### src/rtl/page_comp_pkg.sv
package page_comp_pkg;

	// line and page geometry
	localparam int LINE_W          = 512;
	localparam int LINE_BYTES      = 64;
	localparam int LINES_PER_PAGE  = 64;
	localparam int LINES_PER_CHUNK = 16;
	localparam int NUM_CHUNKS      = 4;
	localparam int PTR_W           = 6;
	localparam int CHUNK_W         = 2;

	// a page compresses when this many chunks are all zero
	localparam int MIN_ZERO_CHUNKS = 3;

	// comp_size is in bytes, at most 1088
	localparam int SIZE_W = 14;

	// controller state encoding
	localparam int STATE_W = 3;
	localparam logic [STATE_W-1:0] ST_IDLE     = 3'd0;
	localparam logic [STATE_W-1:0] ST_SCAN     = 3'd1;
	localparam logic [STATE_W-1:0] ST_DECIDE   = 3'd2;
	localparam logic [STATE_W-1:0] ST_WR_HDR   = 3'd3;
	localparam logic [STATE_W-1:0] ST_LOAD_PTR = 3'd4;
	localparam logic [STATE_W-1:0] ST_XFER     = 3'd5;
	localparam logic [STATE_W-1:0] ST_DONE     = 3'd6;
	localparam logic [STATE_W-1:0] ST_BUS_ERR  = 3'd7;

	// first output line of a compressed page
	// zero_map sits in the low bits, the remainder is reserved and zero
	typedef struct packed {
		logic [LINE_W-NUM_CHUNKS-CHUNK_W-2:0] reserved;
		logic                                 has_data;
		logic [CHUNK_W-1:0]                   kept_chunk;
		logic [NUM_CHUNKS-1:0]                zero_map;
	} comp_hdr_t;

	// an output line is either a header or a raw cache line
	typedef union packed {
		comp_hdr_t         hdr;
		logic [LINE_W-1:0] raw;
	} out_line_u;

endpackage
### src/rtl/line_stream_if.sv
`timescale 1ns/1ps

interface line_stream_if import page_comp_pkg::*; ();

	// one strobe per line, no back-pressure
	logic              valid;
	logic [LINE_W-1:0] data;
	// error response stored with the line
	logic              err;
	// position of the line inside the page
	logic [PTR_W-1:0]  idx;

	modport src (
		output valid,
		output data,
		output err,
		output idx
	);

	modport sink (
		input valid,
		input data,
		input err,
		input idx
	);

endinterface

### src/rtl/chunk_zero_detect.sv
`timescale 1ns/1ps

module chunk_zero_detect import page_comp_pkg::*; #(
	parameter int CHUNK_ID = 0
) (
	input  logic         clk_i,
	input  logic         rst_ni,
	input  logic         clr,
	input  logic         scan_en,
	line_stream_if.sink  ls,
	output logic         chunk_zero
);

	localparam int CNT_W = $clog2(LINES_PER_CHUNK + 1);

	logic [CNT_W-1:0] line_cnt_q;
	logic [CNT_W-1:0] zero_cnt_q;
	logic             in_chunk;
	logic             hit;

	// upper index bits select the chunk
	assign in_chunk = (ls.idx[PTR_W-1 -: CHUNK_W] == CHUNK_W'(CHUNK_ID));
	assign hit      = scan_en && ls.valid && in_chunk;

	always_ff @(posedge clk_i or negedge rst_ni) begin
		if (!rst_ni) begin
			line_cnt_q <= '0;
			zero_cnt_q <= '0;
		end else if (clr) begin
			line_cnt_q <= '0;
			zero_cnt_q <= '0;
		end else if (hit) begin
			line_cnt_q <= line_cnt_q + 1'b1;
			if (ls.data == '0) begin
				zero_cnt_q <= zero_cnt_q + 1'b1;
			end
		end
	end

	// only a fully seen chunk can be reported as zero
	assign chunk_zero = (line_cnt_q == CNT_W'(LINES_PER_CHUNK)) &&
			    (zero_cnt_q == CNT_W'(LINES_PER_CHUNK));

endmodule

### src/flat_wrapper.sv
// flat-port wrapper written by rule: the top's interface ports become plain ports
module chunk_zero_detect_flat import page_comp_pkg::*;
#(
	parameter int CHUNK_ID = 0
)
  (clk_i, rst_ni, clr, scan_en, chunk_zero, ls_valid, ls_data, ls_err, ls_idx);
  line_stream_if ls_i ();
  input  logic clk_i;
  input  logic rst_ni;
  input  logic clr;
  input  logic scan_en;
  output logic chunk_zero;
  input wire logic [$bits(ls_i.valid)-1:0] ls_valid;
  input wire logic [$bits(ls_i.data)-1:0] ls_data;
  input wire logic [$bits(ls_i.err)-1:0] ls_err;
  input wire logic [$bits(ls_i.idx)-1:0] ls_idx;
  assign ls_i.valid = ls_valid;
  assign ls_i.data = ls_data;
  assign ls_i.err = ls_err;
  assign ls_i.idx = ls_idx;
  chunk_zero_detect #(.CHUNK_ID(CHUNK_ID)) u_core (.clk_i(clk_i), .rst_ni(rst_ni), .clr(clr), .scan_en(scan_en), .ls(ls_i), .chunk_zero(chunk_zero));
endmodule
### config.mk
export PLATFORM = sky130hd
export DESIGN_NAME = chunk_zero_detect_flat
export DESIGN_NICKNAME = d
export VERILOG_FILES = /design/src/rtl/page_comp_pkg.sv /design/src/rtl/line_stream_if.sv /design/src/rtl/chunk_zero_detect.sv /design/src/flat_wrapper.sv
export SDC_FILE = /design/constraint.sdc
export NUM_CORES = 1
export LEC_CHECK = 0
export ABC_CLOCK_PERIOD_IN_PS = 4200
export BUFFER_PORTS_ARGS = -buffer_cell sky130_fd_sc_hd__buf_4
export CAP_MARGIN = 5
export CORE_AREA = 3 3 201 203
export CTS_CLUSTER_SIZE = 24
export DETAILED_ROUTE_END_ITERATION = 8
export DIE_AREA = 0 0 204 206
export HOLD_SLACK_MARGIN = 0.06
export PLACE_DENSITY_LB_ADDON = 0.05
export SLEW_MARGIN = 15
export SYNTH_ARGS = -nofsm -noshare
export SYNTH_HDL_FRONTEND = slang
export SYNTH_SLANG_ARGS = --single-unit
export TNS_END_PERCENT = 30
### constraint.sdc
create_clock -name clk_i -period 4.2 [get_ports clk_i]
set_clock_uncertainty 0.15 [all_clocks]
set_input_delay 0.21 -clock clk_i [delete_from_list [all_inputs] [get_ports clk_i]]
set_output_delay 0.21 -clock clk_i [all_outputs]
set_load 0.05 [all_outputs]
==> results.txt <==
outcome = completed
final hold vios = 0
Arrival @ worst endpoint = 2750 ps
routed length per instance = 18.9 microns
GR Overflow Total = 0
final net count = 1284
synthesized instance count = 232
Via density = 3.32
post-DP HPWL = 23000 microns
First-pass DRT Iterations = 4
max cap viols = 0
gpl congestion = 0.851
Post-route DRC = 0
largest family of logic cells by synthesized area = simple AND/OR/NAND/NOR gates
P&R area growth vs syn = 278%
critical path's largest stage delay = 530 ps
Worst IR Drop VDD = 0.000144 V
H-tree level count = 1
Hold Path Class = in2reg
Startpoint Class = input port
CP endpoint kind = flop
CTS max path bufs = 2
FILL cells = 4410
Antenna Cells = 0
Synth Area in Adders = 3.00%
sequential area share after synthesis = 15.0%
Tcrit/Tclk final = 66.3%
Iter 0 DRT Violations = 103
multiplexer share of the synthesized area = 3.30%
setup TNS = 0 ps
CTS clock-pin slew for the worst setup and hold paths = 40 ps
Slew Limit Fails = 0
design area = 6310 sq um
Die X = 204 microns
critical path peak fanout = 4
pwr dens = 110 nW/um^2
die area = 42000 sq um
CTS Root Cell = clkbuf_16
number of distinct library cells after synthesis = 25
CP Data Required Time = 4160 ps
ys flop type = dfrtp_1
dpl cell area = 6210 sq um
Setup CP Type = in2reg
RSZ-0062 raised after global routing = false
# port buffers = 519
clock sinks = 10
Critical-path top delay cell = nor4_1
total length of routed wires = 24100 microns
first-pass GRT wire length = 30700 microns
row count = 72
GR Util All Layers = 9.99%
share of cells above drive strength 1 = 70.2%
antenna viol nets, final = 0
YS warnings = 0
io pins = 525
Synth Area in Simple Gates = 74.6%
Die Ht = 206 microns
Clock Latency Late Sink = 230 ps
minimum clock period = 2790 ps
Cell Chain, Critical Path = buf_4 -> nor4_1 -> nand4_1 -> nor4_1 -> nand4_1 -> nor4_1 -> mux2_1
most frequent CP cell = nor4_1
CTS tree = done
number of synthesized flops with an enable pin = 0
Core ar. = 38600 sq um
vias = 4232
worst-margin pin slew = 630 ps
Yosys reg bits = 10
Initial Util = 4.32%
Slew HR = 57.6%
largest net degree at the start of global routing = 16
Synthesized Nets = 760
Synth Cell Area = 1670 sq um
Setup-failing EPs final = 0
vias in the first global route = 4650
cts bufs inserted = 3
xor-xnor portion of the synthesized cell area = 2.10%
setup bufs post-CTS = 0
initial antenna violation count = 0
Leak = 2.88 nW
Synth Area in Compound Gates = 0.300%
async set-reset flop share out of synthesis = 100%
Mapped Avg Cell Area = 7.19 sq um
fmax = 0.359 GHz
-- cell families (layout without fill, tap and decap cells) --
logic type	Yosys count	count (layout)
adder cells (fa/ha/maj)	4	4
flip-flops	10	10
buffers and inverters	7	530
XOR/XNOR	4	4
AO/OA/AOI/OAI	1	1
AND/OR/NAND/NOR	201	201
multiplexers	5	5
-- layout make-up --
type	count	area, sq um	area share [%]
Multi-Input combinational cell	215	1390	22.0
Timing Repair Buffer	521	3910	62.0
Sequential cell	10	250	3.97
Inverter	5	18.8	0.297
Tap cell	518	648	10.3
Clock buffer	4	88.8	1.41
-- stage by stage --
| step | utilization [%] | setup slack [ps] | power (mW) | std cells | hold slack [ps] |
|---|---|---|---|---|---|
| 6_report | 16.3 | 1410 | 0.694 | 1273 | 120 |
| 3_5_place_dp | 16.1 | 892 | 0.509 | 1268 | -93.0 |
| 3_3_place_gp | 16.1 | 995 | 0.505 | 1268 | -95.6 |
| 2_1_floorplan | - | 1660 | 0.126 | 232 | -236 |
| 5_1_grt | 16.3 | 1080 | 0.737 | 1273 | 143 |
| 4_1_cts | 16.3 | 1130 | 0.705 | 1273 | 119 |
-- per-layer routing --
metal | share of wire [%] | GRT usage [%]
met1 | 31 | 9.38
met2 | 61 | 21.7
met3 | 6.6 | 2.05
met4 | 2.1 | 1.99
met5 | 0 | 0
-- cell usage after synthesis (2+ instances only) --
cell	count	share of area [%]
ha_1	4	3.0
nor2_1	12	2.7
inv_1	5	1.1
nand2b_1	3	1.1
nand4_1	34	13
nand2_1	2	0.45
nor4_1	137	51
nor2b_1	3	1.1
mux2_1	2	1.4
mux2_2	2	1.4
xor2_1	3	1.6
dfrtp_1	10	15
nand3_1	3	0.90
-- final timing paths --
kind,startpoint,endpoint,slack [ps],cells after the start
max,ls_data[45],u_core.zero_cnt_q[4]$_DFFE_PN0P_,1410,7
min reg2reg,u_core.line_cnt_q[4]$_DFFE_PN0P_,u_core.line_cnt_q[4]$_DFFE_PN0P_,390,2
max reg2reg,u_core.zero_cnt_q[0]$_DFFE_PN0P_,u_core.zero_cnt_q[4]$_DFFE_PN0P_,2590,4
min in group asynchronous,rst_ni,u_core.zero_cnt_q[4]$_DFFE_PN0P_,200,2
max in group asynchronous,rst_ni,u_core.line_cnt_q[0]$_DFFE_PN0P_,3540,2
min,clr,u_core.line_cnt_q[0]$_DFFE_PN0P_,120,2
-- layout by cell type, fill, tap and decap left out, drive strengths merged --
cell type / n
or4: 1
nand4b: 1
nor2b: 3
a21oi: 1
nand2: 2
xor2: 3
dfrtp: 10
mux2i: 1
nor2: 12
nand2b: 3
ha: 4
xnor2: 1
nor4bb: 1
buf: 520
dlygate4sd3: 1
nand3: 3
nor4: 138
clkbuf: 4
mux2: 4
nor3: 2
nand4: 35
inv: 5
-- power by group --
part | internal, mW | total, mW | switching (mW) | leakage [nW]
clock | 0.143 | 0.188 | 0.0448 | 0.0442
combinational | 0.317 | 0.409 | 0.0918 | 2.70
sequential | 0.0971 | 0.0977 | 0.000559 | 0.140
-- worst max-delay path, delay by kind of cell --
kind                   cells  cell delay [ps]
multiplexers               1              370
AND/OR/NAND/NOR            5             2060
buffers and inverters      1              110
-- state kept, by name, summed over array words and instances (netlist names) --
| signal | flops |
|---|---|
| u_core.zero_cnt_q | 5 |
| u_core.line_cnt_q | 5 |
-- repair_timing --
item                                   in CTS  in global routing
hold buffers                                1                  0
resized for setup                           0                  0
endpoints found under the hold margin      10                  0
(Power assumes the default switching activity.)
