==> config.mk <==
export PLATFORM = sky130hd
export DESIGN_NAME = page_comp_ctrl_flat
export DESIGN_NICKNAME = d
export VERILOG_FILES = /design/src/rtl/page_comp_pkg.sv /design/src/rtl/line_stream_if.sv /design/src/rtl/page_comp_ctrl.sv /design/src/flat_wrapper.sv
export SDC_FILE = /design/constraint.sdc
export NUM_CORES = 1
export LEC_CHECK = 0
export BUFFER_PORTS_ARGS = -buffer_cell sky130_fd_sc_hd__clkbuf_2
export CORE_AREA = 5 5 409 411
export DETAILED_ROUTE_END_ITERATION = 10
export DIE_AREA = 0 0 414 416
export PLACE_DENSITY_LB_ADDON = 0.25
export SLEW_MARGIN = 20
export SYNTH_ARGS = -nofsm -noshare
export SYNTH_HDL_FRONTEND = slang
export SYNTH_SLANG_ARGS = --single-unit
==> constraint.sdc <==
create_clock -name clk_i -period 2.65 [get_ports clk_i]
set_input_delay 0.265 -clock clk_i [delete_from_list [all_inputs] [get_ports clk_i]]
set_output_delay 0.265 -clock clk_i [all_outputs]
set_load 0.1 [all_outputs]
==> src/rtl/page_comp_pkg.sv <==
package page_comp_pkg;

	// line and page geometry
	localparam int LINE_W          = 512;
	localparam int LINE_BYTES      = 64;
	localparam int LINES_PER_PAGE  = 64;
	localparam int LINES_PER_CHUNK = 16;
	localparam int NUM_CHUNKS      = 4;
	localparam int PTR_W           = 6;
	localparam int CHUNK_W         = 2;

	// a page compresses when this many chunks are all zero
	localparam int MIN_ZERO_CHUNKS = 3;

	// comp_size is in bytes, at most 1088
	localparam int SIZE_W = 14;

	// controller state encoding
	localparam int STATE_W = 3;
	localparam logic [STATE_W-1:0] ST_IDLE     = 3'd0;
	localparam logic [STATE_W-1:0] ST_SCAN     = 3'd1;
	localparam logic [STATE_W-1:0] ST_DECIDE   = 3'd2;
	localparam logic [STATE_W-1:0] ST_WR_HDR   = 3'd3;
	localparam logic [STATE_W-1:0] ST_LOAD_PTR = 3'd4;
	localparam logic [STATE_W-1:0] ST_XFER     = 3'd5;
	localparam logic [STATE_W-1:0] ST_DONE     = 3'd6;
	localparam logic [STATE_W-1:0] ST_BUS_ERR  = 3'd7;

	// first output line of a compressed page
	// zero_map sits in the low bits, the remainder is reserved and zero
	typedef struct packed {
		logic [LINE_W-NUM_CHUNKS-CHUNK_W-2:0] reserved;
		logic                                 has_data;
		logic [CHUNK_W-1:0]                   kept_chunk;
		logic [NUM_CHUNKS-1:0]                zero_map;
	} comp_hdr_t;

	// an output line is either a header or a raw cache line
	typedef union packed {
		comp_hdr_t         hdr;
		logic [LINE_W-1:0] raw;
	} out_line_u;

endpackage
==> src/rtl/line_stream_if.sv <==
`timescale 1ns/1ps

interface line_stream_if import page_comp_pkg::*; ();

	// one strobe per line, no back-pressure
	logic              valid;
	logic [LINE_W-1:0] data;
	// error response stored with the line
	logic              err;
	// position of the line inside the page
	logic [PTR_W-1:0]  idx;

	modport src (
		output valid,
		output data,
		output err,
		output idx
	);

	modport sink (
		input valid,
		input data,
		input err,
		input idx
	);

endinterface

==> src/rtl/page_comp_ctrl.sv <==
`timescale 1ns/1ps

module page_comp_ctrl import page_comp_pkg::*; (
	input  logic                  clk_i,
	input  logic                  rst_ni,

	input  logic                  comp_start,
	input  logic                  empty,
	input  logic                  fifo_full,
	input  logic [NUM_CHUNKS-1:0] zero_map,
	line_stream_if.sink           ls,

	output logic                  rd_req,
	output logic                  ld_rdptr,
	output logic [PTR_W-1:0]      rdptr,
	output logic                  page_clr,
	output logic                  det_clr,
	output logic                  scan_en,

	output logic                  wr_req,
	output logic [LINE_W-1:0]     wr_data,
	output logic [SIZE_W-1:0]     comp_size,
	output logic                  incompressible,
	output logic                  comp_done,
	output logic                  bus_error
);

	localparam int ZCNT_W = $clog2(NUM_CHUNKS + 1);

	logic [STATE_W-1:0] state_q;
	logic [STATE_W-1:0] state_d;

	// lines requested and lines received or written in the current pass
	logic [PTR_W:0]      req_cnt_q;
	logic [PTR_W:0]      rx_cnt_q;

	// single output slot shared by the header and the chunk lines
	out_line_u           out_q;
	logic                out_vld_q;

	out_line_u           hdr_line;
	logic [ZCNT_W-1:0]   zero_cnt;
	logic [CHUNK_W-1:0]  kept_idx;
	logic                compress;
	logic [SIZE_W-1:0]   size_d;
	logic [SIZE_W-1:0]   size_q;
	logic                incomp_q;
	logic                clr_q;

	// decision terms, sampled only in the decide state
	always_comb begin
		zero_cnt = '0;
		kept_idx = '0;
		// walk downwards so the lowest non-zero chunk wins
		for (int i = NUM_CHUNKS - 1; i >= 0; i--) begin
			zero_cnt = zero_cnt + ZCNT_W'(zero_map[i]);
			if (!zero_map[i]) begin
				kept_idx = CHUNK_W'(i);
			end
		end
		compress = (zero_cnt >= ZCNT_W'(MIN_ZERO_CHUNKS));

		hdr_line.raw            = '0;
		hdr_line.hdr.zero_map   = zero_map;
		hdr_line.hdr.kept_chunk = kept_idx;
		hdr_line.hdr.has_data   = (zero_cnt != ZCNT_W'(NUM_CHUNKS));

		// header line plus 16 lines per kept chunk
		size_d = SIZE_W'((1 + LINES_PER_CHUNK * (NUM_CHUNKS - zero_cnt)) * LINE_BYTES);
	end

	assign wr_req = out_vld_q && !fifo_full;

	always_comb begin
		rd_req = 1'b0;
		case (state_q)
			ST_SCAN: begin
				rd_req = !empty && (req_cnt_q < (PTR_W+1)'(LINES_PER_PAGE));
			end
			ST_XFER: begin
				// one line in flight at a time, so a stall never drops one
				rd_req = !empty && !fifo_full && !ls.valid &&
					 (req_cnt_q < (PTR_W+1)'(LINES_PER_CHUNK)) &&
					 (!out_vld_q || wr_req);
			end
			default: rd_req = 1'b0;
		endcase
	end

	always_comb begin
		state_d = state_q;
		case (state_q)
			ST_IDLE: begin
				if (comp_start && !empty) begin
					state_d = ST_SCAN;
				end
			end
			ST_SCAN: begin
				if (ls.valid && ls.err) begin
					state_d = ST_BUS_ERR;
				end else if (ls.valid &&
					     rx_cnt_q == (PTR_W+1)'(LINES_PER_PAGE - 1)) begin
					state_d = ST_DECIDE;
				end
			end
			ST_DECIDE: begin
				state_d = compress ? ST_WR_HDR : ST_IDLE;
			end
			ST_WR_HDR: begin
				if (wr_req) begin
					state_d = out_q.hdr.has_data ? ST_LOAD_PTR : ST_DONE;
				end
			end
			ST_LOAD_PTR: begin
				state_d = ST_XFER;
			end
			ST_XFER: begin
				if (ls.valid && ls.err) begin
					state_d = ST_BUS_ERR;
				end else if (wr_req &&
					     rx_cnt_q == (PTR_W+1)'(LINES_PER_CHUNK - 1)) begin
					state_d = ST_DONE;
				end
			end
			ST_DONE: begin
				// hold done until the host drops its request
				if (!comp_start) begin
					state_d = ST_IDLE;
				end
			end
			// only reset leaves the error state
			ST_BUS_ERR: state_d = ST_BUS_ERR;
			default:    state_d = ST_IDLE;
		endcase
	end

	always_ff @(posedge clk_i or negedge rst_ni) begin
		if (!rst_ni) begin
			state_q   <= ST_IDLE;
			req_cnt_q <= '0;
			rx_cnt_q  <= '0;
			out_vld_q <= 1'b0;
			incomp_q  <= 1'b0;
			clr_q     <= 1'b0;
		end else begin
			state_q  <= state_d;
			incomp_q <= (state_q == ST_DECIDE) && !compress;
			// one clear pulse at the end of every page
			clr_q    <= ((state_q == ST_DECIDE) && !compress) ||
				    ((state_d == ST_DONE) && (state_q != ST_DONE));

			case (state_q)
				ST_SCAN: begin
					if (rd_req) begin
						req_cnt_q <= req_cnt_q + 1'b1;
					end
					if (ls.valid) begin
						rx_cnt_q <= rx_cnt_q + 1'b1;
					end
				end
				ST_XFER: begin
					if (rd_req) begin
						req_cnt_q <= req_cnt_q + 1'b1;
					end
					if (wr_req) begin
						rx_cnt_q <= rx_cnt_q + 1'b1;
					end
				end
				ST_IDLE, ST_LOAD_PTR: begin
					req_cnt_q <= '0;
					rx_cnt_q  <= '0;
				end
				default: ;
			endcase

			if (state_q == ST_DECIDE && compress) begin
				out_vld_q <= 1'b1;
			end else if (state_q == ST_XFER && ls.valid && !ls.err) begin
				out_vld_q <= 1'b1;
			end else if (wr_req) begin
				out_vld_q <= 1'b0;
			end
		end
	end

	always_ff @(posedge clk_i) begin
		if (state_q == ST_DECIDE) begin
			out_q  <= hdr_line;
			size_q <= size_d;
		end else if (state_q == ST_XFER && ls.valid) begin
			out_q.raw <= ls.data;
		end
	end

	// header is still in the slot while the pointer loads
	assign rdptr    = {out_q.hdr.kept_chunk, {(PTR_W - CHUNK_W){1'b0}}};
	assign ld_rdptr = (state_q == ST_LOAD_PTR);
	assign det_clr  = (state_q == ST_IDLE) && comp_start && !empty;
	assign scan_en  = (state_q == ST_SCAN);
	assign page_clr = clr_q;

	assign wr_data        = out_q.raw;
	assign comp_size      = size_q;
	assign incompressible = incomp_q;
	assign comp_done      = (state_q == ST_DONE);
	assign bus_error      = (state_q == ST_BUS_ERR);

endmodule

==> src/flat_wrapper.sv <==
// flat-port wrapper written by rule: the top's interface ports become plain ports
module page_comp_ctrl_flat import page_comp_pkg::*;
  (clk_i, rst_ni, comp_start, empty, fifo_full, zero_map, rd_req, ld_rdptr, rdptr, page_clr, det_clr, scan_en, wr_req, wr_data, comp_size, incompressible, comp_done, bus_error, ls_valid, ls_data, ls_err, ls_idx);
  line_stream_if ls_i ();
  input  logic clk_i;
  input  logic rst_ni;
  input  logic comp_start;
  input  logic empty;
  input  logic fifo_full;
  input  logic [NUM_CHUNKS-1:0] zero_map;
  output logic rd_req;
  output logic ld_rdptr;
  output logic [PTR_W-1:0] rdptr;
  output logic page_clr;
  output logic det_clr;
  output logic scan_en;
  output logic wr_req;
  output logic [LINE_W-1:0] wr_data;
  output logic [SIZE_W-1:0] comp_size;
  output logic incompressible;
  output logic comp_done;
  output logic bus_error;
  input wire logic [$bits(ls_i.valid)-1:0] ls_valid;
  input wire logic [$bits(ls_i.data)-1:0] ls_data;
  input wire logic [$bits(ls_i.err)-1:0] ls_err;
  input wire logic [$bits(ls_i.idx)-1:0] ls_idx;
  assign ls_i.valid = ls_valid;
  assign ls_i.data = ls_data;
  assign ls_i.err = ls_err;
  assign ls_i.idx = ls_idx;
  page_comp_ctrl u_core (.clk_i(clk_i), .rst_ni(rst_ni), .comp_start(comp_start), .empty(empty), .fifo_full(fifo_full), .zero_map(zero_map), .ls(ls_i), .rd_req(rd_req), .ld_rdptr(ld_rdptr), .rdptr(rdptr), .page_clr(page_clr), .det_clr(det_clr), .scan_en(scan_en), .wr_req(wr_req), .wr_data(wr_data), .comp_size(comp_size), .incompressible(incompressible), .comp_done(comp_done), .bus_error(bus_error));
endmodule
==> results of run 1 <==
[registers in the layout, summed over array words and instances (netlist names)]
signal	count
u_core.comp_size	4
u_core.rx_cnt_q	7
u_core.wr_data	512
u_core.req_cnt_q	7
u_core.incompressible	1
u_core.page_clr	1
u_core.state_q	3
u_core.out_vld_q	1
[cell families (layout without fill, tap and decap cells)]
group / after synthesis / in the layout / share of synthesized area
muxes: 2 / 2 / 0.001127
buffers and inverters: 200 / 1775 / 0.04388
adders and majority gates: 11 / 11 / 0.008088
and+or+nand+nor: 1075 / 1075 / 0.2185
xor gates and xnor gates: 10 / 10 / 0.004641
other: 2 / 24 / 0.0003979
AOI/OAI and AO/OA: 532 / 532 / 0.1437
DFF: 536 / 536 / 0.5796
[per-stage QoR]
| stage | setup TNS (ns) | setup slack (ns) | cell area [um2] | utilization | instances |
|---|---|---|---|---|---|
| final | 0 | 0.1458 | 34540 | 0.2110 | 6154 |
| after global routing | 0 | 0.03170 | 34540 | 0.2110 | 6153 |
| after CTS | 0 | 0.05677 | 34520 | 0.2109 | 6144 |
| after detailed placement | -0.08262 | -0.07366 | 27010 | 0.1650 | 5502 |
| after global placement | -0.1721 | -0.1173 | 27010 | 0.1650 | 5502 |
| after floorplan | -0.6821 | -0.1765 | 18940 | - | 2380 |
[repair_timing]
item / in CTS / in global routing
setup buffers: 1 / 0
setup endpoints to repair: 1 / 0
hold buffers: 519 / 0
endpoints found under the hold margin: 535 / 0
[path summary, 6_finish.rpt]
check                                    start                   to  slack, ns
setup / recovery           u_core.req_cnt_q[4]               rd_req       0.15
hold / removal                     zero_map[1]    u_core.wr_data[5]       0.15
setup reg to reg             u_core.state_q[0]     u_core.out_vld_q       0.46
hold reg to reg            u_core.wr_data[350]  u_core.wr_data[350]       0.45
max in group asynchronous               rst_ni  u_core.req_cnt_q[3]       2.10
min in group asynchronous               rst_ni   u_core.rx_cnt_q[6]       0.18
[critical path, cell delays in order (launching register included)]
cell and delay (ns):
sky130_fd_sc_hd__dfrtp_1 0.40, sky130_fd_sc_hd__or4_4 0.50, sky130_fd_sc_hd__a2111oi_4 0.46, sky130_fd_sc_hd__buf_12 0.23
[per-layer routing]
layer  wire [um]  track usage  up-vias
li1            -            -    10690
met1       46540       0.1490    10310
met2       52350       0.2008      714
met3        7201      0.03678      191
met4        5548      0.05716       12
met5         154     0.003056        -
[placed cells by master, fill, tap and decap left out, types with 2 or more instances in the layout]
master and instances:
sky130_fd_sc_hd__dlygate4sd3_1 519, sky130_fd_sc_hd__dfxtp_1 505, sky130_fd_sc_hd__a21oi_1 509, sky130_fd_sc_hd__buf_12 24, sky130_fd_sc_hd__conb_1 14, sky130_fd_sc_hd__clkbuf_16 70, sky130_fd_sc_hd__xor2_1 9, sky130_fd_sc_hd__nor3b_2 2
sky130_fd_sc_hd__clkbuf_8 12, sky130_fd_sc_hd__edfxtp_1 11, sky130_fd_sc_hd__dfrtp_1 20, sky130_fd_sc_hd__nand3b_1 2, sky130_fd_sc_hd__nand2b_1 3, sky130_fd_sc_hd__fa_1 2, sky130_fd_sc_hd__inv_1 10, sky130_fd_sc_hd__clkbuf_2 1048
sky130_fd_sc_hd__nor2b_1 2, sky130_fd_sc_hd__nor2_1 18, sky130_fd_sc_hd__bufinv_16 2, sky130_fd_sc_hd__nand4_1 7, sky130_fd_sc_hd__buf_4 51, sky130_fd_sc_hd__and3_1 3, sky130_fd_sc_hd__o21ai_0 12, sky130_fd_sc_hd__clkbuf_1 21
sky130_fd_sc_hd__ha_1 9, sky130_fd_sc_hd__clkinv_4 3, sky130_fd_sc_hd__diode_2 10, sky130_fd_sc_hd__clkinv_2 6, sky130_fd_sc_hd__nand2_1 1026, sky130_fd_sc_hd__clkinv_16 6, sky130_fd_sc_hd__nand3_1 2
[report_power, final]
group	switching [uW]	total, uW	internal [uW]
Clock	4080	9580	5500
Combinational	459	1260	802
Sequential	0.975	8100	8090
Total	4540	18900	14400
[layout make-up]
cell class | count | area share
Tap cell | 2189 | 0.07929
Multi-Input combinational cell | 1644 | 0.2078
Antenna cell | 10 | 0.0007244
Sequential cell | 536 | 0.3167
Clock inverter | 19 | 0.009055
Timing Repair Buffer | 1642 | 0.3272
Clock buffer | 103 | 0.05777
Inverter | 11 | 0.001413
==> flow_results.org, run 1 <==
** Outcome
- Outcome :: finished clean

** Detailed routing
- Post-route antenna net violation count :: 0
- DR WL/cell :: 18.17 um
- Post-detailed-route via-to-cell ratio :: 3.563
- Final wirelength :: 111,800 um
- Starting DRC count in detailed routing :: 1,386
- Detailed routing inserted a total of 21,920 vias.
- The first TritonRoute pass finished after 5 iterations.
- For this run, design rule violations remaining after detail routing come to 0.

** STA
- The number of hold-slack violations in the final timing report is 0.
- Setup violations remaining at the end of the flow were counted as 0.
- Hold slack final :: 0.1454 ns
- Setup repair after global routing left no endpoint under its margin.
- Final critical-path required period :: 2.504 ns
- The worst pin sits at a relative slew slack of 0.4816.
- Transition time at the pin with the least slew margin :: 0.7777 ns
- Largest clock skew in the final design :: 0.02832 ns
- Dividing the final minimum period by the clock period gives 0.9450.
- The final number of max-transition violations came to 0.
- Maximum clock frequency :: 399.3 MHz

** Layout
- The multi-input combinational cells in the finished layout cover a total of 7178 um2.
- In the final design database the tool counted 4,445 nets.
- The area growth from synthesis to layout is 83.02%.
- Counting the fill cells in the layout gives 18,580.
- Fraction of layout instances using a drive strength above 1 :: 0.3125
- FF/Latch Area :: 10,940 um2

** Synthesis
- By area the synthesized netlist is led by sky130_fd_sc_hd__dfxtp_1 54%, sky130_fd_sc_hd__nand2_1 20%, sky130_fd_sc_hd__a21oi_1 13%.
- The Yosys step of the flow raised 0 warnings.
- Post-synth cell types :: 46
- Asr flop ratio synth :: 0.03731
- Sorting the synthesized cells by how often they occur yields 1,027 x sky130_fd_sc_hd__nand2_1, 509 x sky130_fd_sc_hd__a21oi_1, 505 x sky130_fd_sc_hd__dfxtp_1, 157 x sky130_fd_sc_hd__clkbuf_1, 20 x sky130_fd_sc_hd__dfrtp_1.
- Post-synth EDFFs :: 11
- Count of mapped cells out of synthesis :: 2,368
- Post-Syn Area :: 18,870 um2
- Leading register cell type out of synthesis :: sky130_fd_sc_hd__dfxtp_1
- In this run the mean area of a mapped cell was 7.971 um2.
- The synthesized design spends more area on one cell type than any other, namely sky130_fd_sc_hd__dfxtp_1.
- Yosys instantiated no cell more often than sky130_fd_sc_hd__nand2_1.
- Portion of the post-synthesis area used by sequential elements :: 0.5796
- Of the post-synthesis cell area, the dominant cell type holds 0.5356.
- Synth Register Bits :: 536

** Clock tree
- Clock tree synthesis inserted a total of 70 buffers.
- The H-tree was split into 3 levels.
- The clock passes through at most 3 buffers.
- Clock-pin slew on the worst setup and hold paths :: 0.06 ns
- Later-pin clock latency in the skew report :: 0.65 ns
- TritonCTS built the clock tree.
- The clock net in this run drives a total of 536 sinks.
- The cell sitting at the root of the clock tree is a sky130_fd_sc_hd__clkbuf_16.
- Resized Gates After CTS :: 0

** Flow run
- The tool flagged a number of max-cap violations equal to 0.

** GRT
- Antenna violations before repair :: 17
- Entering global routing, the biggest net connects 110 pins.
- Combined global-route utilization of all metal layers :: 0.1233
- Global routing finished with a remaining overflow of 0.
- The number of global-route vias before repair was 22,080.
- First-pass GRT wire length :: 157,800 um

** Critical path
- Critical path peak fanout :: 3
- Critical path class :: reg2out
- Data arrives at the worst endpoint at 2.24 ns.
- R2r worst-path depth :: 7
- Startpoint type of the worst setup path :: flop
- The worst setup path is captured at an output port.
- STA puts the critical path data required time at 2.38 ns.

** Min path
- Counting instances, the worst hold path has a depth of 4.
- Type of the most critical hold path :: in2reg

** Die
- The total area inside the core boundary comes to 163,700 um2.
- Chip Width :: 414 um
- The die covers 172,200 um2.
- Die height :: 416 um
- For this design the top-level I/O count stands at 1,070.
- Starting utilization of the core area :: 0.1153
- Number of core rows :: 149

** Pwr
- Total power for the finished layout comes to 18,940 uW.
- The analysis attributes to cell leakage a power of 0.01481 uW.
- IR Drop Worst-Case VDD :: 424.2 uV
- Power density over cell area :: 548.2 nW/um2

** Place
- Input/output buffers :: 1,049
- Detailed placement ended at an HPWL of 88,310 um.
- At the end of routability-driven placement, the weighted congestion stood at 0.8759.
Power figures use the tool's default switching activity.
==> run 2, diff against run 1 <==
Settings changed: CORE_AREA 5 5 409 411 to 4 4 420 422, DIE_AREA 0 0 414 416 to 0 0 424 426, PLACE_DENSITY set to 0.39, PLACE_DENSITY_LB_ADDON 0.25 to unset.
==> run 2 against run 1 <==
- combinational power about the same
- global-route usage fell by 0.63 points
- sequential cell count is the same
- critical endpoint is now det_clr
- clock power up 6%
- critical path type unchanged
- via count rose by 0.57%
- largest cell class unchanged
- critical path depth up 2
- clock skew shrank 0.0088 ns
==> flow_results.org, run 2 (synthesis results as in run 1) <==
** Critical path
- Crit path DAT :: 2.20 ns
- Critical path peak fanout :: 14
- Reg-to-Reg End :: u_core.wr_data[2]
- Across all register-to-register paths, the minimum setup slack is 0.26 ns.
- Worst flop-to-flop path startpoint :: u_core.state_q[0]
- The largest single stage delay on the critical path is 0.48 ns.
- Required time at the endpoint of the critical path :: 2.38 ns
- Critical path class :: reg2out
- Max stage delay cell, worst path :: sky130_fd_sc_hd__clkbuf_2
- The critical path ends at det_clr.
- Kind of cell with the highest combined delay on the critical path :: buffers and inverters
- STA classifies the critical path startpoint as a flop.
- By instance count, the cell type seen most on the critical path is sky130_fd_sc_hd__buf_4.
- Number of buffer and inverter instances along the worst setup path :: 3
- Walking the worst path, the cells encountered are buf_4 > nor2_1 > buf_4 > and3_1 > clkbuf_2.
- For the worst flop-to-flop path, the logic depth is 8.
- Origin of the worst setup path :: u_core.state_q[1]
- The critical path crosses 5 cells after its start point.
- The worst setup path is captured at an output port.

** Place
- Summing all placed instances gives a cell area of 27,260 um2.
- At the end of routability-driven placement, the weighted congestion stood at 0.8993.
- In this run the tool buffered the top-level ports with 1,049 buffer cells.
- In this run, placement finished with an instance count of 5,642.
- Detailed placement ended at an HPWL of 87,110 um.

** Detailed routing
- In the routed design, unresolved DRC markers number 0.
- Post-route antenna net violation count :: 0
- In the final routed layout, each cell accounts on average for 17.73 um.
- Count of vias placed by the detailed router :: 22,050
- Final wirelength :: 111,800 um
- Post-detailed-route via-to-cell ratio :: 3.498
- The first routing iteration left 1,277 violations.
- The pre-antenna-repair detailed-routing pass consisted of 5 iterations.

** STA
- Final period utilization :: 0.9303
- Final hold analysis gives a worst-case slack of 0.1225 ns.
- Slew HR :: 0.5096
- The routed design could run at a clock period as short as 2.465 ns.
- Transition time at the pin with the least slew margin :: 0.7323 ns
- Number of setup violations in the final report :: 0
- Pins Over Slew Limit :: 0
- Static timing analysis puts the maximum clock frequency at 405.6 MHz.
- The number of hold-slack violations in the final timing report is 0.
- Setup repair after global routing left no endpoint under its margin.
- Largest clock skew in the final design :: 0.01948 ns

** Layout
- Of the cells placed in the final design, the portion with a size suffix greater than 1 is 0.3154.
- The finished cells cover 34,980 um2.
- Final Core Density :: 0.2021
- Final cell count without fillers :: 6,303
- The filler cells instantiated in the layout total 19,510.
- Layout overhead on the synthesized area :: 85.32%
- The library cell used most frequently in the layout, excluding fill and tap cells, is sky130_fd_sc_hd__clkbuf_2.
- The register with the most flip-flops in the layout has 512 of them.
- In the layout the commonest cells are 1,048 x sky130_fd_sc_hd__clkbuf_2, 1,026 x sky130_fd_sc_hd__nand2_1, 521 x sky130_fd_sc_hd__dlygate4sd3_1, 509 x sky130_fd_sc_hd__a21oi_1, 505 x sky130_fd_sc_hd__dfxtp_1.
- In the final layout, the multi-input gates occupy 7178 um2.
- In the final design database the tool counted 4,455 nets.
- FF/Latch Area :: 10,940 um2

** Pwr
- IR Drop Worst-Case VDD :: 373.8 uV
- Summed over all cells, the static leakage comes to 0.01493 uW.
- For this design the ratio of total power to cell area is 560.2 nW/um2.

** Die
- The core region is 173,100 um2.
- The die covers 180,600 um2.
- Row generation in the floorplan step produced 153 rows.
- Starting utilization of the core area :: 0.1091
- From bottom edge to top edge, the die measures 426 um.
- The die is 424 um wide.
- Top-Level Pins :: 1,070

** Clock tree
- CTS Buf Count :: 72
- Clock Path Buffers :: 3
- Clock-pin slew was measured on the worst setup and hold paths at 0.06 ns.
- Resized Gates After CTS :: 0
- For the worst-skew pair, the clock arrives at the later sink with an insertion delay of 0.66 ns.
- CTS tree :: yes
- Number of H-tree levels :: 3
- Clock root buffer :: sky130_fd_sc_hd__clkbuf_16
- Counting every sink on the clock net gives 536.

** Flow run
- Max-cap violations in this run came to 0.

** GRT
- First-pass GRT wire length :: 154,700 um
- Combined global-route utilization of all metal layers :: 0.1170
- Entering global routing, the biggest net connects 69 pins.
- The initial antenna violation count came to 14.
- Gr ovfl total :: 0
- Via count of the first global-routing pass :: 22,100

** Min path
- The path class of the tightest hold or removal check is in2reg.
- Startpoint of the most critical hold path :: fifo_full

** Outcome
- The flow ran to the end, and the final reports show no timing, DRC or antenna violations.
==> run 2: changes by cell type in the layout (fill, tap and decap cells not counted), sizes merged, moves of 2 or more <==
| cell | before | now |
|---|---|---|
| diode | 10 | 8 |
| dlygate4sd3 | 519 | 521 |
| clkinvlp | 1 | 3 |
| bufinv | 2 | 6 |
| buf | 75 | 81 |
==> run 2: layout make-up <==
type | instances | area share
Timing Repair Buffer | 1650 | 0.3265
Sequential cell | 536 | 0.3128
Multi-Input combinational cell | 1644 | 0.2052
Tap cell | 2325 | 0.08317
Clock buffer | 104 | 0.05927
Clock inverter | 25 | 0.01113
Inverter | 11 | 0.001395
Antenna cell | 8 | 0.0005723
==> run 2: worst min path at each step <==
stage | endpoint | cells past startpoint
global placement | u_core.state_q[2] | 1
detailed placement | u_core.state_q[2] | 1
finish | u_core.state_q[2] | 4
global route | u_core.state_q[2] | 4
floorplan | u_core.incompressible | 0
CTS | u_core.state_q[2] | 4
==> run 2: power by group <==
| group | switching (uW) | internal (uW) |
|---|---|---|
| clock | 4140 | 6080 |
| combinational | 479 | 809 |
| sequential | 0.937 | 8090 |
| total | 4620 | 15000 |
==> run 2: repair_timing <==
item / 4_1_cts / 5_1_grt
pin swaps: 1 / 1
endpoints found under the hold margin: 536 / 0
setup endpoints to repair: 1 / 1
setup buffers: 3 / 0
hold buffers: 521 / 0
==> run 2: worst register-to-register path, cell delays in order, from the launching register on <==
cell,delay (ns)
sky130_fd_sc_hd__dfrtp_1,0.37
sky130_fd_sc_hd__buf_4,0.18
sky130_fd_sc_hd__nand3b_1,0.29
sky130_fd_sc_hd__inv_8,0.21
sky130_fd_sc_hd__buf_12,0.23
sky130_fd_sc_hd__buf_4,0.30
sky130_fd_sc_hd__nand2_1,0.08
sky130_fd_sc_hd__nand2_1,0.05
sky130_fd_sc_hd__dlygate4sd3_1,0.53
==> run 2: layer usage <==
metal | part of all wire | vias up | track usage | routed length [um]
met3 | 0.081 | 168 | 0.04138 | 9022
met1 | 0.42 | 10420 | 0.1435 | 46390
li1 | - | 10720 | - | -
met5 | 0.00030 | - | 0 | 34
met4 | 0.028 | 6 | 0.03692 | 3079
met2 | 0.48 | 733 | 0.1910 | 53240
==> run 2: per-stage QoR <==
| stage | setup TNS, ns | setup slack, ns | power [uW] |
|---|---|---|---|
| 6_report | 0 | 0.1846 | 19600 |
| 5_1_grt | 0 | 0.01871 | 20360 |
| 4_1_cts | 0 | 0.02420 | 20040 |
| 3_5_place_dp | -0.1053 | -0.08160 | 8889 |
| 3_3_place_gp | -0.2222 | -0.1285 | 8894 |
| 2_1_floorplan | -0.6821 | -0.1765 | 8414 |
==> run 3, diff against run 2 <==
Clock period 2.65 ns to 2.16 ns, I/O delays scaled along.
==> run 3 against run 2 <==
- the run now ends with setup timing left
- clock power up 22%
- sequential power up 23%
- utilization up 0.29 points
- hold slack worse by 0.023 ns
- final area up 1.4%
- die area unchanged
- critical path type unchanged
- largest power group unchanged
==> flow_results.org, run 3 (synthesis results as in run 1) <==
** Outcome
- Outcome :: complete, but fails checks
- Violated checks :: setup timing

** GRT
- First-pass GRT wire length :: 154,500 um
- Antenna violations before repair :: 18
- For this run, the total global-route usage over all layers was measured as 0.1163.
- Gr ovfl total :: 0
- Via count of the first global-routing pass :: 22,350
- Largest net degree at the start of global routing :: 61

** Detailed routing
- The first detailed-routing pass took 7 iterations.
- Post-route antenna net violation count :: 0
- The first routing iteration left 994 violations.
- After detailed routing, the number of vias per cell comes to 3.487.
- After detailed routing, the average wire length per cell comes to 17.46 um.
- Final wirelength :: 110,800 um
- Remaining DRCs :: 0
- Count of vias placed by the detailed router :: 22,130

** Pwr
- Static leakage :: 0.01522 uW
- IR analysis of the VDD net gives a maximum drop of 625.0 uV.
- In this run the power density over the cells is 674.5 nW/um2.

** Critical path
- Critical path class :: reg2out
- Required time at the endpoint of the critical path :: 1.94 ns
- In this run the worst path has a maximum fanout of 2.
- Data arrives at the worst endpoint at 2.18 ns.
- Type of element capturing the critical path :: output port
- Startpoint type of the worst setup path :: flop

** Die
- Top-Level Pins :: 1,070
- The floorplan step defined a core boundary enclosing 173,100 um2.
- The floorplan has 153 rows.
- Die ar. :: 180,600 um2
- Chip Width :: 424 um
- From bottom edge to top edge, the die measures 426 um.
- For this configuration, the core starts out at a cell density of 0.1091.

** STA
- Hold slack final :: 0.09947 ns
- In this run the tightest slew margin relative to its limit is 0.5008.
- Setup repair after global routing could not meet its margin everywhere.
- Setup violations remaining at the end of the flow were counted as 1.
- Final critical-path required period :: 2.397 ns
- For this run, the top clock speed supported by timing is 417.2 MHz.
- Across all setup checks in the final design, the least slack found is -0.2372 ns.
- Transition time at the pin with the least slew margin :: 0.7519 ns
- The number of hold-slack violations in the final timing report was 0.
- Dividing the final minimum period by the clock period gives 1.110.
- For the final database, setup skew stands at 0.03645 ns.
- Pins Over Slew Limit :: 0

** Layout
- Final cell count without fillers :: 6,347
- The register with the most flip-flops in the layout has 512 of them.
- In the final layout, the multi-input gates occupy 7236 um2.
- Layout overhead on the synthesized area :: 87.94%
- FF/Latch Area :: 10,940 um2
- Leaving out fill and tap cells, the most frequent cells in the layout are 1,042 x sky130_fd_sc_hd__clkbuf_2, 1,026 x sky130_fd_sc_hd__nand2_1, 522 x sky130_fd_sc_hd__dlygate4sd3_1, 508 x sky130_fd_sc_hd__a21oi_1, 505 x sky130_fd_sc_hd__dfxtp_1.
- The library cell used most frequently in the layout, excluding fill and tap cells, is sky130_fd_sc_hd__clkbuf_2.
- The net count of the finished layout is 4,501.
- Filler Cell Count :: 19,630
- Fraction of layout instances using a drive strength above 1 :: 0.3268

** Clock tree
- In this run the number of H-tree levels came out at 3.
- Clock-pin slew on the worst setup and hold paths :: 0.06 ns
- In this run the clock root is driven by a sky130_fd_sc_hd__clkbuf_16.
- Counting the buffers created by CTS gives 69.
- Later-pin clock latency in the skew report :: 0.68 ns
- Clock tree synthesis found a total of 536 sinks.
- No sink is reached through more buffers than the 3 on the longest clock path.
- TritonCTS built the clock tree.

** Place
- Detailed placement finished with a half-perimeter wire length of 87,330 um.
- GP Congestion :: 0.9495
- Placed insts :: 5,686
- Input/output buffers :: 1,049

** Min path
- Type of the most critical hold path :: in2async

** Flow run
- The tool flagged a number of max-cap violations equal to 0.
[run 3: cell types whose count changed in the layout (fill, tap and decap cells not counted), moves of 4 or more]
| cell | previous run | this run |
|---|---|---|
| sky130_fd_sc_hd__buf_4 | 53 | 95 |
| sky130_fd_sc_hd__clkbuf_1 | 18 | 10 |
| sky130_fd_sc_hd__clkbuf_2 | 1048 | 1042 |
| sky130_fd_sc_hd__buf_6 | 0 | 5 |
| sky130_fd_sc_hd__buf_12 | 28 | 32 |
| sky130_fd_sc_hd__clkbuf_8 | 13 | 17 |
| sky130_fd_sc_hd__clkinv_2 | 7 | 11 |
[run 3: through the flow]
stage	util	TNS, ns	setup WS (ns)	instance area [um2]	total power (uW)
4_1_cts	0.2045	-0.3446	-0.3446	35400	24430
3_3_place_gp	0.1600	-0.9094	-0.3533	27680	10950
3_5_place_dp	0.1600	-0.7011	-0.2905	27680	10940
5_1_grt	0.2050	-0.3835	-0.3624	35470	24860
2_1_floorplan	-	-4.404	-0.6665	18970	10330
6_report	0.2050	-0.2372	-0.2372	35470	23930
[run 3: final timing paths]
kind                       slack, ns  cells after the start                  end                start
setup / recovery               -0.24                      4               rd_req  u_core.req_cnt_q[4]
hold / removal                   0.1                      2   u_core.rx_cnt_q[0]               rst_ni
setup reg to reg                0.08                      7     u_core.out_vld_q    u_core.state_q[0]
hold reg to reg                 0.45                      2  u_core.wr_data[424]  u_core.wr_data[424]
max in group asynchronous       1.66                      2    u_core.state_q[1]               rst_ni
min in group clk_i              0.11                      4    u_core.wr_data[0]          zero_map[0]
[run 3: critical path, stage by stage (launching register included)]
cell and delay, ns:
sky130_fd_sc_hd__dfrtp_1 0.38, sky130_fd_sc_hd__or4_4 0.49, sky130_fd_sc_hd__a2111oi_4 0.31, sky130_fd_sc_hd__buf_6 0.16
sky130_fd_sc_hd__buf_12 0.16
[run 3: power by group]
part | total, uW | switching [uW] | internal [uW]
combinational | 1610 | 616 | 999
sequential | 9930 | 1.26 | 9930
clock | 12400 | 4950 | 7430
[run 3: what timing repair did]
action,CTS,global route
gates cloned,0,0
pin swaps,0,1
endpoints found under the setup margin,5,5
buffers inserted,3,4
resized for setup,12,4
hold endpoints to repair,536,0
hold buffers,522,0
[run 3: final cells by class]
cell class	count	share of cell area
Clock inverter	28	0.01097
Tap cell	2325	0.08201
Timing Repair Buffer	1699	0.3352
Multi-Input combinational cell	1644	0.2040
Inverter	11	0.001905
Sequential cell	536	0.3084
Antenna cell	7	0.0004938
Clock buffer	97	0.05703
[run 3: routing by layer]
layer,share of wire,global-route usage,wire length [um],up-vias
met4,0.031,0.04308,3408,2
met5,0.000072,0,8,-
met3,0.084,0.04284,9298,172
li1,-,-,-,10790
met2,0.47,0.1902,52560,738
met1,0.41,0.1391,45530,10430
